`config.mk`:
```
export PLATFORM = sky130hd
export DESIGN_NAME = uart_tx_top
export DESIGN_NICKNAME = d
export VERILOG_FILES = /design/src/hdl/uart_pkg.sv /design/src/hdl/baud_tick_gen.sv /design/src/hdl/tx_fifo.sv /design/src/hdl/wb_uart_regs.sv /design/src/hdl/uart_tx.sv /design/src/hdl/uart_tx_top.sv
export SDC_FILE = /design/constraint.sdc
export NUM_CORES = 1
export LEC_CHECK = 0
export BUFFER_PORTS_ARGS = -buffer_cell sky130_fd_sc_hd__buf_2
export CAP_MARGIN = 20
export CORE_ASPECT_RATIO = 1.4
export CORE_UTILIZATION = 55
export CTS_BUF_LIST = sky130_fd_sc_hd__clkbuf_8
export CTS_CLUSTER_SIZE = 8
export DETAILED_ROUTE_END_ITERATION = 8
export PLACE_DENSITY = 0.87
export SLEW_MARGIN = 10
export SYNTH_ARGS = -nofsm -noshare
export SYNTH_HDL_FRONTEND = slang
export SYNTH_SLANG_ARGS = --single-unit
```
`constraint.sdc`:
```
create_clock -name clk -period 2.65 [get_ports clk]
set_clock_uncertainty 0.2 [all_clocks]
set_input_delay 0.265 -clock clk [delete_from_list [all_inputs] [get_ports clk]]
set_output_delay 0.265 -clock clk [all_outputs]
set_load 0.02 [all_outputs]
```
`src/hdl/uart_pkg.sv`:
```
// Shared UART types, Wishbone bus structs, TX state enum, register map
`default_nettype none

package uart_pkg;

    typedef logic [7:0] uart_byte_t;    // One data byte
    typedef logic [1:0] wb_addr_t;      // Register address
    typedef logic [7:0] wb_data_t;      // Wishbone data bus
    typedef logic [4:0] fifo_level_t;   // FIFO occupancy, depth up to 16
    typedef logic [9:0] frame_t;        // Stop, data, start; LSB goes first

    // Master to slave
    typedef struct packed {
        logic     cyc;
        logic     stb;
        logic     we;
        wb_addr_t adr;
        wb_data_t dat;
    } wb_req_t;

    // Slave to master
    typedef struct packed {
        logic     ack;
        wb_data_t dat;
    } wb_rsp_t;

    typedef enum logic [1:0] {
        TX_IDLE,
        TX_LOAD,
        TX_SHIFT
    } tx_state_e;

    localparam wb_addr_t ADDR_TXDATA = 2'd0;
    localparam wb_addr_t ADDR_STATUS = 2'd1;

    // Status byte layout, bits 7:3 carry the FIFO level
    localparam int STATUS_FULL_BIT  = 0;
    localparam int STATUS_EMPTY_BIT = 1;
    localparam int STATUS_BUSY_BIT  = 2;

endpackage

`default_nettype wire

```
`src/hdl/baud_tick_gen.sv`:
```
// Bit-rate tick generator, one-cycle pulse every CLKS_PER_BIT cycles while enabled
`timescale 1ns/10ps
`default_nettype none

module baud_tick_gen #(
    parameter int CLKS_PER_BIT = 8
) (
    input  wire logic clk,
    input  wire logic rst,
    input  wire logic tick_en,  // High while a frame is on the line
    output logic      tick      // Marks the last cycle of a bit
);

    // Counter needs at least one bit even for CLKS_PER_BIT of 1
    localparam int CNT_W = (CLKS_PER_BIT > 1) ? $clog2(CLKS_PER_BIT) : 1;
    localparam logic [CNT_W-1:0] RELOAD = CNT_W'(CLKS_PER_BIT - 1);

    logic [CNT_W-1:0] cnt;

    // Down-counter, sits at the reload value while disabled
    always_ff @(posedge clk) begin
        if (!rst) begin
            cnt <= RELOAD;
        end else if (!tick_en) begin
            cnt <= RELOAD;             // Next enable starts a full bit period
        end else if (cnt == '0) begin
            cnt <= RELOAD;             // Reload at each tick
        end else begin
            cnt <= cnt - 1'b1;
        end
    end

    // First tick lands CLKS_PER_BIT cycles after enable rises
    assign tick = tick_en && (cnt == '0);

endmodule

`default_nettype wire

```
`src/hdl/tx_fifo.sv`:
```
// Synchronous transmit FIFO, first-word fall-through, full/empty/level flags
`timescale 1ns/10ps
`default_nettype none

module tx_fifo import uart_pkg::*; #(
    parameter int FIFO_DEPTH = 4        // Power of two, 2 to 16
) (
    input  wire logic        clk,
    input  wire logic        rst,
    input  wire logic        push,
    input  wire uart_byte_t  push_data,
    input  wire logic        pop,
    output uart_byte_t       pop_data,   // Head entry, valid while not empty
    output logic             full,
    output logic             empty,
    output fifo_level_t      level
);

    localparam int PTR_W = $clog2(FIFO_DEPTH);
    localparam fifo_level_t DEPTH_L = fifo_level_t'(FIFO_DEPTH);

    uart_byte_t       mem [FIFO_DEPTH];
    logic [PTR_W-1:0] wr_ptr;
    logic [PTR_W-1:0] rd_ptr;
    logic             do_push;
    logic             do_pop;

    // Guarded by the flags, so a stray request cannot corrupt the count
    assign do_push = push && !full;
    assign do_pop  = pop && !empty;

    // Byte storage, written at the tail
    always_ff @(posedge clk) begin
        if (do_push) begin
            mem[wr_ptr] <= push_data;
        end
    end

    // Pointers wrap on their own since depth is a power of two
    always_ff @(posedge clk) begin
        if (!rst) begin
            wr_ptr <= '0;
            rd_ptr <= '0;
            level  <= '0;
        end else begin
            if (do_push) wr_ptr <= wr_ptr + 1'b1;
            if (do_pop)  rd_ptr <= rd_ptr + 1'b1;
            case ({do_push, do_pop})
                2'b10:   level <= level + 1'b1;
                2'b01:   level <= level - 1'b1;
                default: level <= level;        // Both or neither, count holds
            endcase
        end
    end

    assign pop_data = mem[rd_ptr];             // Fall-through read
    assign full     = (level == DEPTH_L);
    assign empty    = (level == '0);

    // Consumer must look at empty before popping
    a_no_pop_empty: assert property (@(posedge clk) disable iff (!rst)
        pop |-> !empty)
        else $error("tx_fifo pop while empty");

endmodule

`default_nettype wire

```
`src/hdl/wb_uart_regs.sv`:
```
// Wishbone classic register block, TX data push and status readback
`timescale 1ns/10ps
`default_nettype none

module wb_uart_regs import uart_pkg::*; (
    input  wire logic        clk,
    input  wire logic        rst,
    input  wire wb_req_t     wb_req,
    output wb_rsp_t          wb_rsp,
    output logic             push,        // One per accepted data write
    output uart_byte_t       push_data,
    input  wire logic        full,
    input  wire logic        empty,
    input  wire fifo_level_t level,
    input  wire logic        busy         // Transmitter has a frame in flight
);

    logic     req;          // Cycle open and not yet answered
    logic     wr_data;      // Write to the TX data register
    logic     ack_d;
    wb_data_t status;
    wb_data_t rd_data;

    // No new request is taken in the ack cycle, the master still holds it there
    assign req     = wb_req.cyc && wb_req.stb && !wb_rsp.ack;
    assign wr_data = req && wb_req.we && (wb_req.adr == ADDR_TXDATA);

    // Back-pressure, data writes wait for room in the FIFO
    assign push      = wr_data && !full;
    assign push_data = wb_req.dat;
    assign ack_d     = req && (!wr_data || !full);

    always_comb begin
        status                   = '0;
        status[STATUS_FULL_BIT]  = full;
        status[STATUS_EMPTY_BIT] = empty;
        status[STATUS_BUSY_BIT]  = busy;
        status[7:3]              = level;   // 5-bit level, tops out at 16
    end

    // Only the status register reads back
    assign rd_data = (!wb_req.we && wb_req.adr == ADDR_STATUS) ? status : '0;

    // Registered response, ack for exactly one cycle
    always_ff @(posedge clk) begin
        if (!rst) begin
            wb_rsp.ack <= 1'b0;
            wb_rsp.dat <= '0;
        end else begin
            wb_rsp.ack <= ack_d;
            if (ack_d) wb_rsp.dat <= rd_data;
        end
    end

    // Ack drops between back-to-back transfers
    a_ack_single: assert property (@(posedge clk) disable iff (!rst)
        wb_rsp.ack |=> !wb_rsp.ack)
        else $error("wb ack held for two cycles");

    // Push into a full FIFO would drop a byte
    a_no_push_full: assert property (@(posedge clk) disable iff (!rst)
        push |-> !full)
        else $error("push while FIFO full");

endmodule

`default_nettype wire

```
`src/hdl/uart_tx.sv`:
```
// UART 8N1 transmit FSM with frame shift register and bit counter
`timescale 1ns/10ps
`default_nettype none

module uart_tx import uart_pkg::*; (
    input  wire logic       clk,
    input  wire logic       rst,
    output logic            pop,        // Take head byte from FIFO
    input  wire uart_byte_t pop_data,
    input  wire logic       empty,
    output logic            tick_en,    // Runs baud counter during shift
    input  wire logic       tick,
    output logic            tx,         // Serial line, idles high
    output logic            busy
);

    localparam logic [3:0] FRAME_BITS = 4'd10;     // Start, 8 data, stop

    tx_state_e  state;
    tx_state_e  state_nxt;
    frame_t     frame_q;        // Shifts right, bit 0 on the line
    logic [3:0] bit_cnt;        // Bits finished in this frame
    logic       last_bit;

    assign last_bit = (bit_cnt == FRAME_BITS - 1'b1);

    // Next state
    always_comb begin
        state_nxt = state;
        case (state)
            TX_IDLE: begin
                if (!empty) state_nxt = TX_LOAD;
            end
            TX_LOAD: begin
                state_nxt = TX_SHIFT;
            end
            TX_SHIFT: begin
                if (tick && last_bit) state_nxt = TX_IDLE;   // Stop bit done
            end
            default: state_nxt = TX_IDLE;
        endcase
    end

    always_ff @(posedge clk) begin
        if (!rst) begin
            state <= TX_IDLE;
        end else begin
            state <= state_nxt;
        end
    end

    // Frame register, loaded during the pop cycle
    always_ff @(posedge clk) begin
        if (pop) begin
            frame_q <= {1'b1, pop_data, 1'b0};
        end else if (state == TX_SHIFT && tick) begin
            frame_q <= {1'b1, frame_q[9:1]};            // Fill with idle level
        end
    end

    // Bit counter, cleared in TX_LOAD
    always_ff @(posedge clk) begin
        if (!rst) begin
            bit_cnt <= '0;
        end else if (state == TX_LOAD) begin
            bit_cnt <= '0;
        end else if (state == TX_SHIFT && tick) begin
            bit_cnt <= bit_cnt + 1'b1;
        end
    end

    assign pop     = (state == TX_IDLE) && !empty;
    assign tick_en = (state == TX_SHIFT);
    assign tx      = (state == TX_SHIFT) ? frame_q[0] : 1'b1;
    assign busy    = (state != TX_IDLE);

    // Line idles high between frames
    a_idle_high: assert property (@(posedge clk) disable iff (!rst)
        (state == TX_IDLE) |-> tx)
        else $error("tx low while idle");

    // Counter stops at the end of the stop bit
    a_bit_cnt_max: assert property (@(posedge clk) disable iff (!rst)
        bit_cnt <= FRAME_BITS)
        else $error("bit counter past frame length");

endmodule

`default_nettype wire

```
`src/hdl/uart_tx_top.sv`:
```
// Top level of the Wishbone UART transmitter, regs + FIFO + tick gen + serializer
`timescale 1ns/10ps
`default_nettype none

module uart_tx_top import uart_pkg::*; #(
    parameter int CLKS_PER_BIT = 8,
    parameter int FIFO_DEPTH   = 4
) (
    input  wire logic    clk,
    input  wire logic    rst,
    input  wire wb_req_t wb_req,
    output wb_rsp_t      wb_rsp,
    output logic         tx
);

    // Register block to FIFO
    logic        push;
    uart_byte_t  push_data;
    // FIFO to transmitter
    logic        pop;
    uart_byte_t  pop_data;
    logic        full;
    logic        empty;
    fifo_level_t level;
    // Transmitter and tick generator
    logic        tick_en;
    logic        tick;
    logic        busy;

    wb_uart_regs u_regs (
        .clk       (clk),
        .rst       (rst),
        .wb_req    (wb_req),
        .wb_rsp    (wb_rsp),
        .push      (push),
        .push_data (push_data),
        .full      (full),
        .empty     (empty),
        .level     (level),
        .busy      (busy)
    );

    tx_fifo #(
        .FIFO_DEPTH (FIFO_DEPTH)
    ) u_fifo (
        .clk       (clk),
        .rst       (rst),
        .push      (push),
        .push_data (push_data),
        .pop       (pop),
        .pop_data  (pop_data),
        .full      (full),
        .empty     (empty),
        .level     (level)
    );

    baud_tick_gen #(
        .CLKS_PER_BIT (CLKS_PER_BIT)
    ) u_tick (
        .clk     (clk),
        .rst     (rst),
        .tick_en (tick_en),
        .tick    (tick)
    );

    uart_tx u_tx (
        .clk      (clk),
        .rst      (rst),
        .pop      (pop),
        .pop_data (pop_data),
        .empty    (empty),
        .tick_en  (tick_en),
        .tick     (tick),
        .tx       (tx),
        .busy     (busy)
    );

endmodule

`default_nettype wire

```
==> results of run 1 <==
## placed cells by master, fill, tap and decap left out, drive strengths merged, types with 2 or more instances in the layout
| cell type | Yosys | final |
|---|---|---|
| a21oi | 2 | 2 |
| nand2 | 14 | 14 |
| ha | 12 | 12 |
| nor3 | 2 | 2 |
| a32o | 2 | 2 |
| and2 | 9 | 9 |
| or2 | 4 | 4 |
| nand4 | 3 | 3 |
| edfxtp | 40 | 40 |
| a21o | 3 | 3 |
| xor2 | 3 | 3 |
| nand4b | 2 | 2 |
| dfxtp | 30 | 30 |
| buf | 6 | 37 |
| clkinv | 0 | 3 |
| o21ai | 3 | 3 |
| xnor2 | 4 | 4 |
| clkbuf | 5 | 9 |
| nand3b | 2 | 2 |
| nor2 | 7 | 7 |
| a31oi | 3 | 3 |
| mux4 | 8 | 8 |
| nor2b | 5 | 5 |
| o211ai | 2 | 2 |
| inv | 9 | 11 |
| dlygate4sd3 | 0 | 8 |
| nand3 | 4 | 4 |
| mux2i | 4 | 4 |
| a22o | 13 | 13 |
| nand2b | 6 | 6 |
## sequential cells by signal, summed over array words and instances, names as in the netlist, named ones only
register / count
u_tx.frame_q: 9
u_fifo.mem: 32
u_tick.cnt: 3
u_fifo.wr_ptr: 2
u_tx.state: 2
u_fifo.rd_ptr: 2
u_regs.wb_rsp: 9
u_tx.bit_cnt: 4
u_fifo.level: 5
## logic make-up after synthesis
group	Yosys count	share of synthesized area (%)
buffers and inverters	20	3.158
XOR/XNOR	7	2.037
adder cells (fa/ha/maj)	12	4.987
multiplexers	12	7.315
AND/OR/NAND/NOR	66	13.43
flip-flops	70	59.85
AO/OA/AOI/OAI	33	9.227
## final cells by class
cell class | instances | area share (%)
Sequential cell | 70 | 50.82
Multi-Input combinational cell | 130 | 32.01
Timing Repair Buffer | 45 | 8.354
Clock buffer | 9 | 3.475
Tap cell | 66 | 2.317
Clock inverter | 7 | 2.071
Inverter | 9 | 0.9477
## critical path, stage by stage (launching register included)
cell,delay (ns)
dfxtp_4,0.38
nor4_4,0.05
buf_4,0.15
a2111oi_4,0.34
inv_2,0.10
ha_4,0.19
xor2_1,0.14
ha_2,0.19
o2111a_1,0.25
or4b_1,0.48
nand4_1,0.09
## what timing repair did
item	4_1_cts	5_1_grt
setup buffers	1	2
gates resized for setup	2	4
pin swaps	2	1
setup endpoints to repair	1	2
hold endpoints to repair	32	0
hold buffers	8	0
## report_power, final
group          internal [mW]  leakage, nW  switching [mW]
sequential              1.34        0.613           0.120
combinational          0.578        0.659           0.592
clock                  0.436        0.101           0.407
## worst min-delay path by stage
stage | from | to | slack (ns) | cells past startpoint
finish | wb_req[12] | u_regs.wb_rsp[8] | 0.05 | 3
global route | wb_req[12] | u_regs.wb_rsp[8] | 0.08 | 3
CTS | wb_req[12] | u_regs.wb_rsp[8] | 0.04 | 3
detailed placement | u_tick.cnt[0] | u_tick.cnt[0] | 0.19 | 1
global placement | u_tick.cnt[0] | u_tick.cnt[0] | 0.17 | 1
floorplan | u_tick.cnt[0] | u_tick.cnt[0] | 0.16 | 1
## metrics by stage
stage	hold WS, ns	setup WS (ns)	utilization (%)	total power [mW]
6_report	0.04772	0.01782	68.08	3.475
2_1_floorplan	0.1579	-0.03468	-	2.295
3_3_place_gp	0.1672	0.08571	62.20	2.521
3_5_place_dp	0.1862	-0.006201	62.20	2.572
5_1_grt	0.07706	-0.06634	68.08	3.640
4_1_cts	0.04082	0.0005917	67.69	3.433
## per-layer routing
metal | global-route usage, % | vias up
li1 | - | 906
met1 | 22.03 | 913
met2 | 39.33 | 58
met3 | 4.464 | 16
met4 | 14.55 | 0
met5 | 0 | -
==> out/results.ini, run 1 <==
[critical_path]
r2r-start = u_fifo.level[4]
critical_path_arrival_ns = 2.71
worstPathRequired_ns = 2.73
crit_fanout = 5
start_kind = flip-flop
worstSetupPathType = flip-flop to flip-flop
critPathCaptureType = flip-flop
startpoint = u_fifo.level[4]
reg2regPathDepth = 10
timing.rr.end = u_fifo.level[4]
reg2reg_slack_ns = 0.02
worstSetupEndpoint = u_fifo.level[4]

[synth]
synth_top_area_share_pct = 39.90
synthFlopType = edfxtp_1
ys.warnings.count = 0
synth_largest_area_cell = edfxtp_1
async_flop_share_pct = 0
syn_inst = 220
seq_area_frac_synth_pct = 59.85
ys_ff_latch = 70
synth.avg_cell_area_um2 = 13.68
synth_most_common_cell = edfxtp_1
synth.area.top_cells = edfxtp_1 40%, dfxtp_1 20%, mux4_2 6.0%
syn-num-nets = 247
netlist_area_um2 = 3010
synth.distinct_cells = 47
synth_edf_count = 40
synth_common_cells = 40 x edfxtp_1, 30 x dfxtp_1, 14 x nand2_1

[placement]
hpwl_mm = 3.659
place_area_um2 = 3257
gp_congestion = 0.8549
numPortBuffers = 24
dp_cells = 309

[routing]
num_vias = 1893
wl_met3_um = 224
first_pass_iters = 4
wl_per_cell_um = 16.78
m1WireLength_mm = 2.149
ant_nets = 0
drtIter0Drc = 113
met2_wirelength_mm = 3.091
top_layer_used = met4
via_per_inst = 5.634
routed_wl_mm = 5.637
drc = 0

[timing]
max_freq_mhz = 379.9
setup_viol = 0
drv_slew = 0
timing.final.hold_violations = 0
rsz0062_at_grt = yes
tns_ns = 0
tightest_slew_ns = 0.7580
period_share_pct = 99.33
min_period_ns = 2.632
max_slew_margin_pct = 49.33

[floorplanning]
dieHeight_um = 89.54
initial_core_util_pct = 57.49
core_um2 = 5236
dieArea_um2 = 5777
ios = 25
die_x_um = 64.53
num_rows = 31

[final_layout]
antennaDiodeCount = 0
final_layout_size_suffix_gt1_share_pct = 30.37
area_delta_synth_final_pct = 18.41
instances_no_fill = 336
multi_input_area_um2 = 1141
nFillCells = 372
stdcell_area_um2 = 3565
seqCellArea_um2 = 1812
nNetsFinal = 292

[clock_tree]
cts_made_buffers = 9
clock-sinks = 70
path_clk_slew_ns = 0.07
cts-root-buf = clkbuf_8
cts_tree = built
cts_buffer_depth = 2
cts.htree.levels = 3
clock_latency_ns = 0.34

[pwr]
ir_worst_vdd_uv = 628.6
power_density_nw_per_um2 = 974.8
p_leak_nw = 1.374

[grt]
overflow = 0
track_usage_pct = 21.51
grt_max_degree = 24
grt_pass1_wl_mm = 8.818
grt_pass1_vias = 1949
antenna_found_initial = 0

[status]
outcome = finished, final reports clean

[job]
max_cap_viol_count = 0

[min_path]
hp-class = input port to flip-flop

(Power assumes the default switching activity.)
==> inputs of run 2 (changes only) <==
--- a/config.mk
+++ b/config.mk
@@ -8,11 +8,12 @@
 export BUFFER_PORTS_ARGS = -buffer_cell sky130_fd_sc_hd__buf_2
 export CAP_MARGIN = 20
 export CORE_ASPECT_RATIO = 1.4
-export CORE_UTILIZATION = 55
+export CORE_UTILIZATION = 65
 export CTS_BUF_LIST = sky130_fd_sc_hd__clkbuf_8
+export CTS_CLUSTER_DIAMETER = 150
 export CTS_CLUSTER_SIZE = 8
 export DETAILED_ROUTE_END_ITERATION = 8
-export PLACE_DENSITY = 0.87
+export PLACE_DENSITY = 0.95
 export SLEW_MARGIN = 10
 export SYNTH_ARGS = -nofsm -noshare
 export SYNTH_HDL_FRONTEND = slang
==> constraint.sdc (replaced) <==
create_clock -name clk -period 3.2 [get_ports clk]
set_clock_uncertainty 0.2 [all_clocks]
set_input_delay 0.32 -clock clk [delete_from_list [all_inputs] [get_ports clk]]
set_output_delay 0.32 -clock clk [all_outputs]
set_load 0.02 [all_outputs]
==> run 2 against run 1 <==
Critical path depth unchanged; utilization up 12 points; global-route usage up 4.1 points; flip-flop and latch count unchanged; non-clock buffer count down 7; clock power down 18%; wire length down 2.8%; largest cell class unchanged; largest power group unchanged.
==> out/results.ini, run 2 (synthesized netlist as in run 1, its figures left out) <==
[status]
outcome = finished, final reports clean

[critical_path]
worstSetupPathType = flip-flop to flip-flop
reg2reg_slack_ns = 0.18
critPathCaptureType = flip-flop
start_kind = flip-flop
critical_path_arrival_ns = 3.11
timing.rr.end = u_fifo.level[4]
worstPathRequired_ns = 3.29
startpoint = u_fifo.level[0]
reg2regPathDepth = 10
crit_fanout = 6
r2r-start = u_fifo.level[0]

[clock_tree]
clock-sinks = 70
clock_latency_ns = 0.36
cts.htree.levels = 3
cts_made_buffers = 9
cts_hold_buf = 8
cts_resized = 0
path_clk_slew_ns = 0.08
cts-root-buf = clkbuf_8
postCtsSetupRepairBufs = 0
cts_buffer_depth = 2
cts_tree = built

[grt]
overflow = 0
antenna_found_initial = 0
grt_pass1_wl_mm = 8.631
track_usage_pct = 25.62
grt_max_degree = 24
grt_pass1_vias = 1868

[pwr]
power_density_nw_per_um2 = 792.4
netSwitchingFraction_pct = 34.28
seqPwrFrac_pct = 43.8
p_sw_mw = 0.9411
power.total_mw = 2.745
p_int_mw = 1.804
ir_worst_vdd_uv = 619.4
p_leak_nw = 1.331
pwr-share-comb_pct = 31.1
clockPowerShare_pct = 25.1

[timing]
max_freq_mhz = 331.1
fin_ws_ns = 0.1802
max_slew_margin_pct = 51.55
tightest_slew_ns = 0.7249
rsz0062_at_grt = no
timing.final.hold_violations = 0
min_period_ns = 3.020
period_share_pct = 94.37
tns_ns = 0
setup_viol = 0
whs_ns = 0.09593
drv_slew = 0

[final_layout]
area_delta_synth_final_pct = 15.09
mostFrequentLayoutCell = edfxtp_1
top_regs = u_fifo.mem (32), u_regs.wb_rsp (9), u_tx.frame_q (9)
antennaDiodeCount = 0
largest_reg_flops = 32
nFillCells = 259
stdcell_area_um2 = 3465
nNetsFinal = 285
layout_common_cells = 40 x edfxtp_1, 30 x dfxtp_1, 24 x buf_2
final_layout_size_suffix_gt1_share_pct = 25.86
regMostFlops = u_fifo.mem

[job]
max_cap_viol_count = 0

[routing]
first_pass_iters = 4
via_per_inst = 5.749
routed_wl_mm = 5.479
drtIter0Drc = 90
num_vias = 1857
ant_nets = 0
wl_per_cell_um = 16.96
drc = 0

[placement]
hpwl_mm = 3.519
numPortBuffers = 24
place_ws_ns = 0.2194
gp_congestion = 0.8763
place_area_um2 = 3196

[floorplanning]
dieArea_um2 = 4911
num_rows = 28
ios = 25
die_x_um = 59.52
core_um2 = 4344
dieHeight_um = 82.52
initial_core_util_pct = 69.30

[min_path]
min-delay-start = wb_req[12]
hp-class = input port to flip-flop
hold_end = u_regs.wb_rsp[8]
holdPathStages = 3

-- run 2: changes by cell type in the layout (fill, tap and decap cells not counted), sizes merged --
| cell | delta |
|---|---|
| buf | -7 |
| inv | +3 |
| clkinv | -2 |
| bufinv | -1 |
-- run 2: power by group through the flow --
stage | sequential, mW | clock (mW) | combinational, mW
floorplan | 1.17 | 0 | 0.694
global placement | 1.22 | 0 | 0.791
detailed placement | 1.22 | 0 | 0.830
CTS | 1.21 | 0.691 | 0.850
global route | 1.22 | 0.731 | 0.932
finish | 1.20 | 0.689 | 0.854
-- run 2: layer usage --
metal / wire length (um) / GRT usage, % / up-vias
met5: 0 / 0 / -
met4: 127 / 12.33 / 0
met3: 207 / 5.140 / 12
met2: 3017 / 47.75 / 54
met1: 2127 / 27.01 / 891
li1: - / - / 900
-- run 2: per-stage QoR --
stage / util [%] / instances
2_1_floorplan: - / 220
3_3_place_gp: 73.56 / 299
3_5_place_dp: 73.56 / 299
4_1_cts: 79.75 / 323
5_1_grt: 79.75 / 323
6_report: 79.75 / 323
-- run 2: worst max path at each step --
stage,end,slack [ns],depth (start not counted)
2_1_floorplan,u_fifo.level[4],0.28,11
3_3_place_gp,u_fifo.level[4],0.33,10
3_5_place_dp,u_fifo.level[4],0.22,10
4_1_cts,u_fifo.level[4],0.18,10
5_1_grt,u_fifo.level[4],0.02,10
6_report,u_fifo.level[4],0.18,10
-- run 2: critical path, stage by stage, from the launching register on --
cell and delay [ns]:
dfxtp_1 0.48, nor4_4 0.09, buf_4 0.17, a2111oi_4 0.37
inv_1 0.11, ha_1 0.27, xor2_1 0.17, ha_1 0.21
o2111a_1 0.27, or4b_1 0.52, nand4_1 0.11
-- run 2: layout make-up --
class,instances,area (um^2),area share (%)
Clock inverter,7,65.06,1.878
Clock buffer,9,123.9,3.575
Timing Repair Buffer,38,245.2,7.078
Tap cell,60,75.07,2.167
Sequential cell,70,1802,52.00
Inverter,9,33.78,0.9751
Multi-Input combinational cell,130,1120,32.32
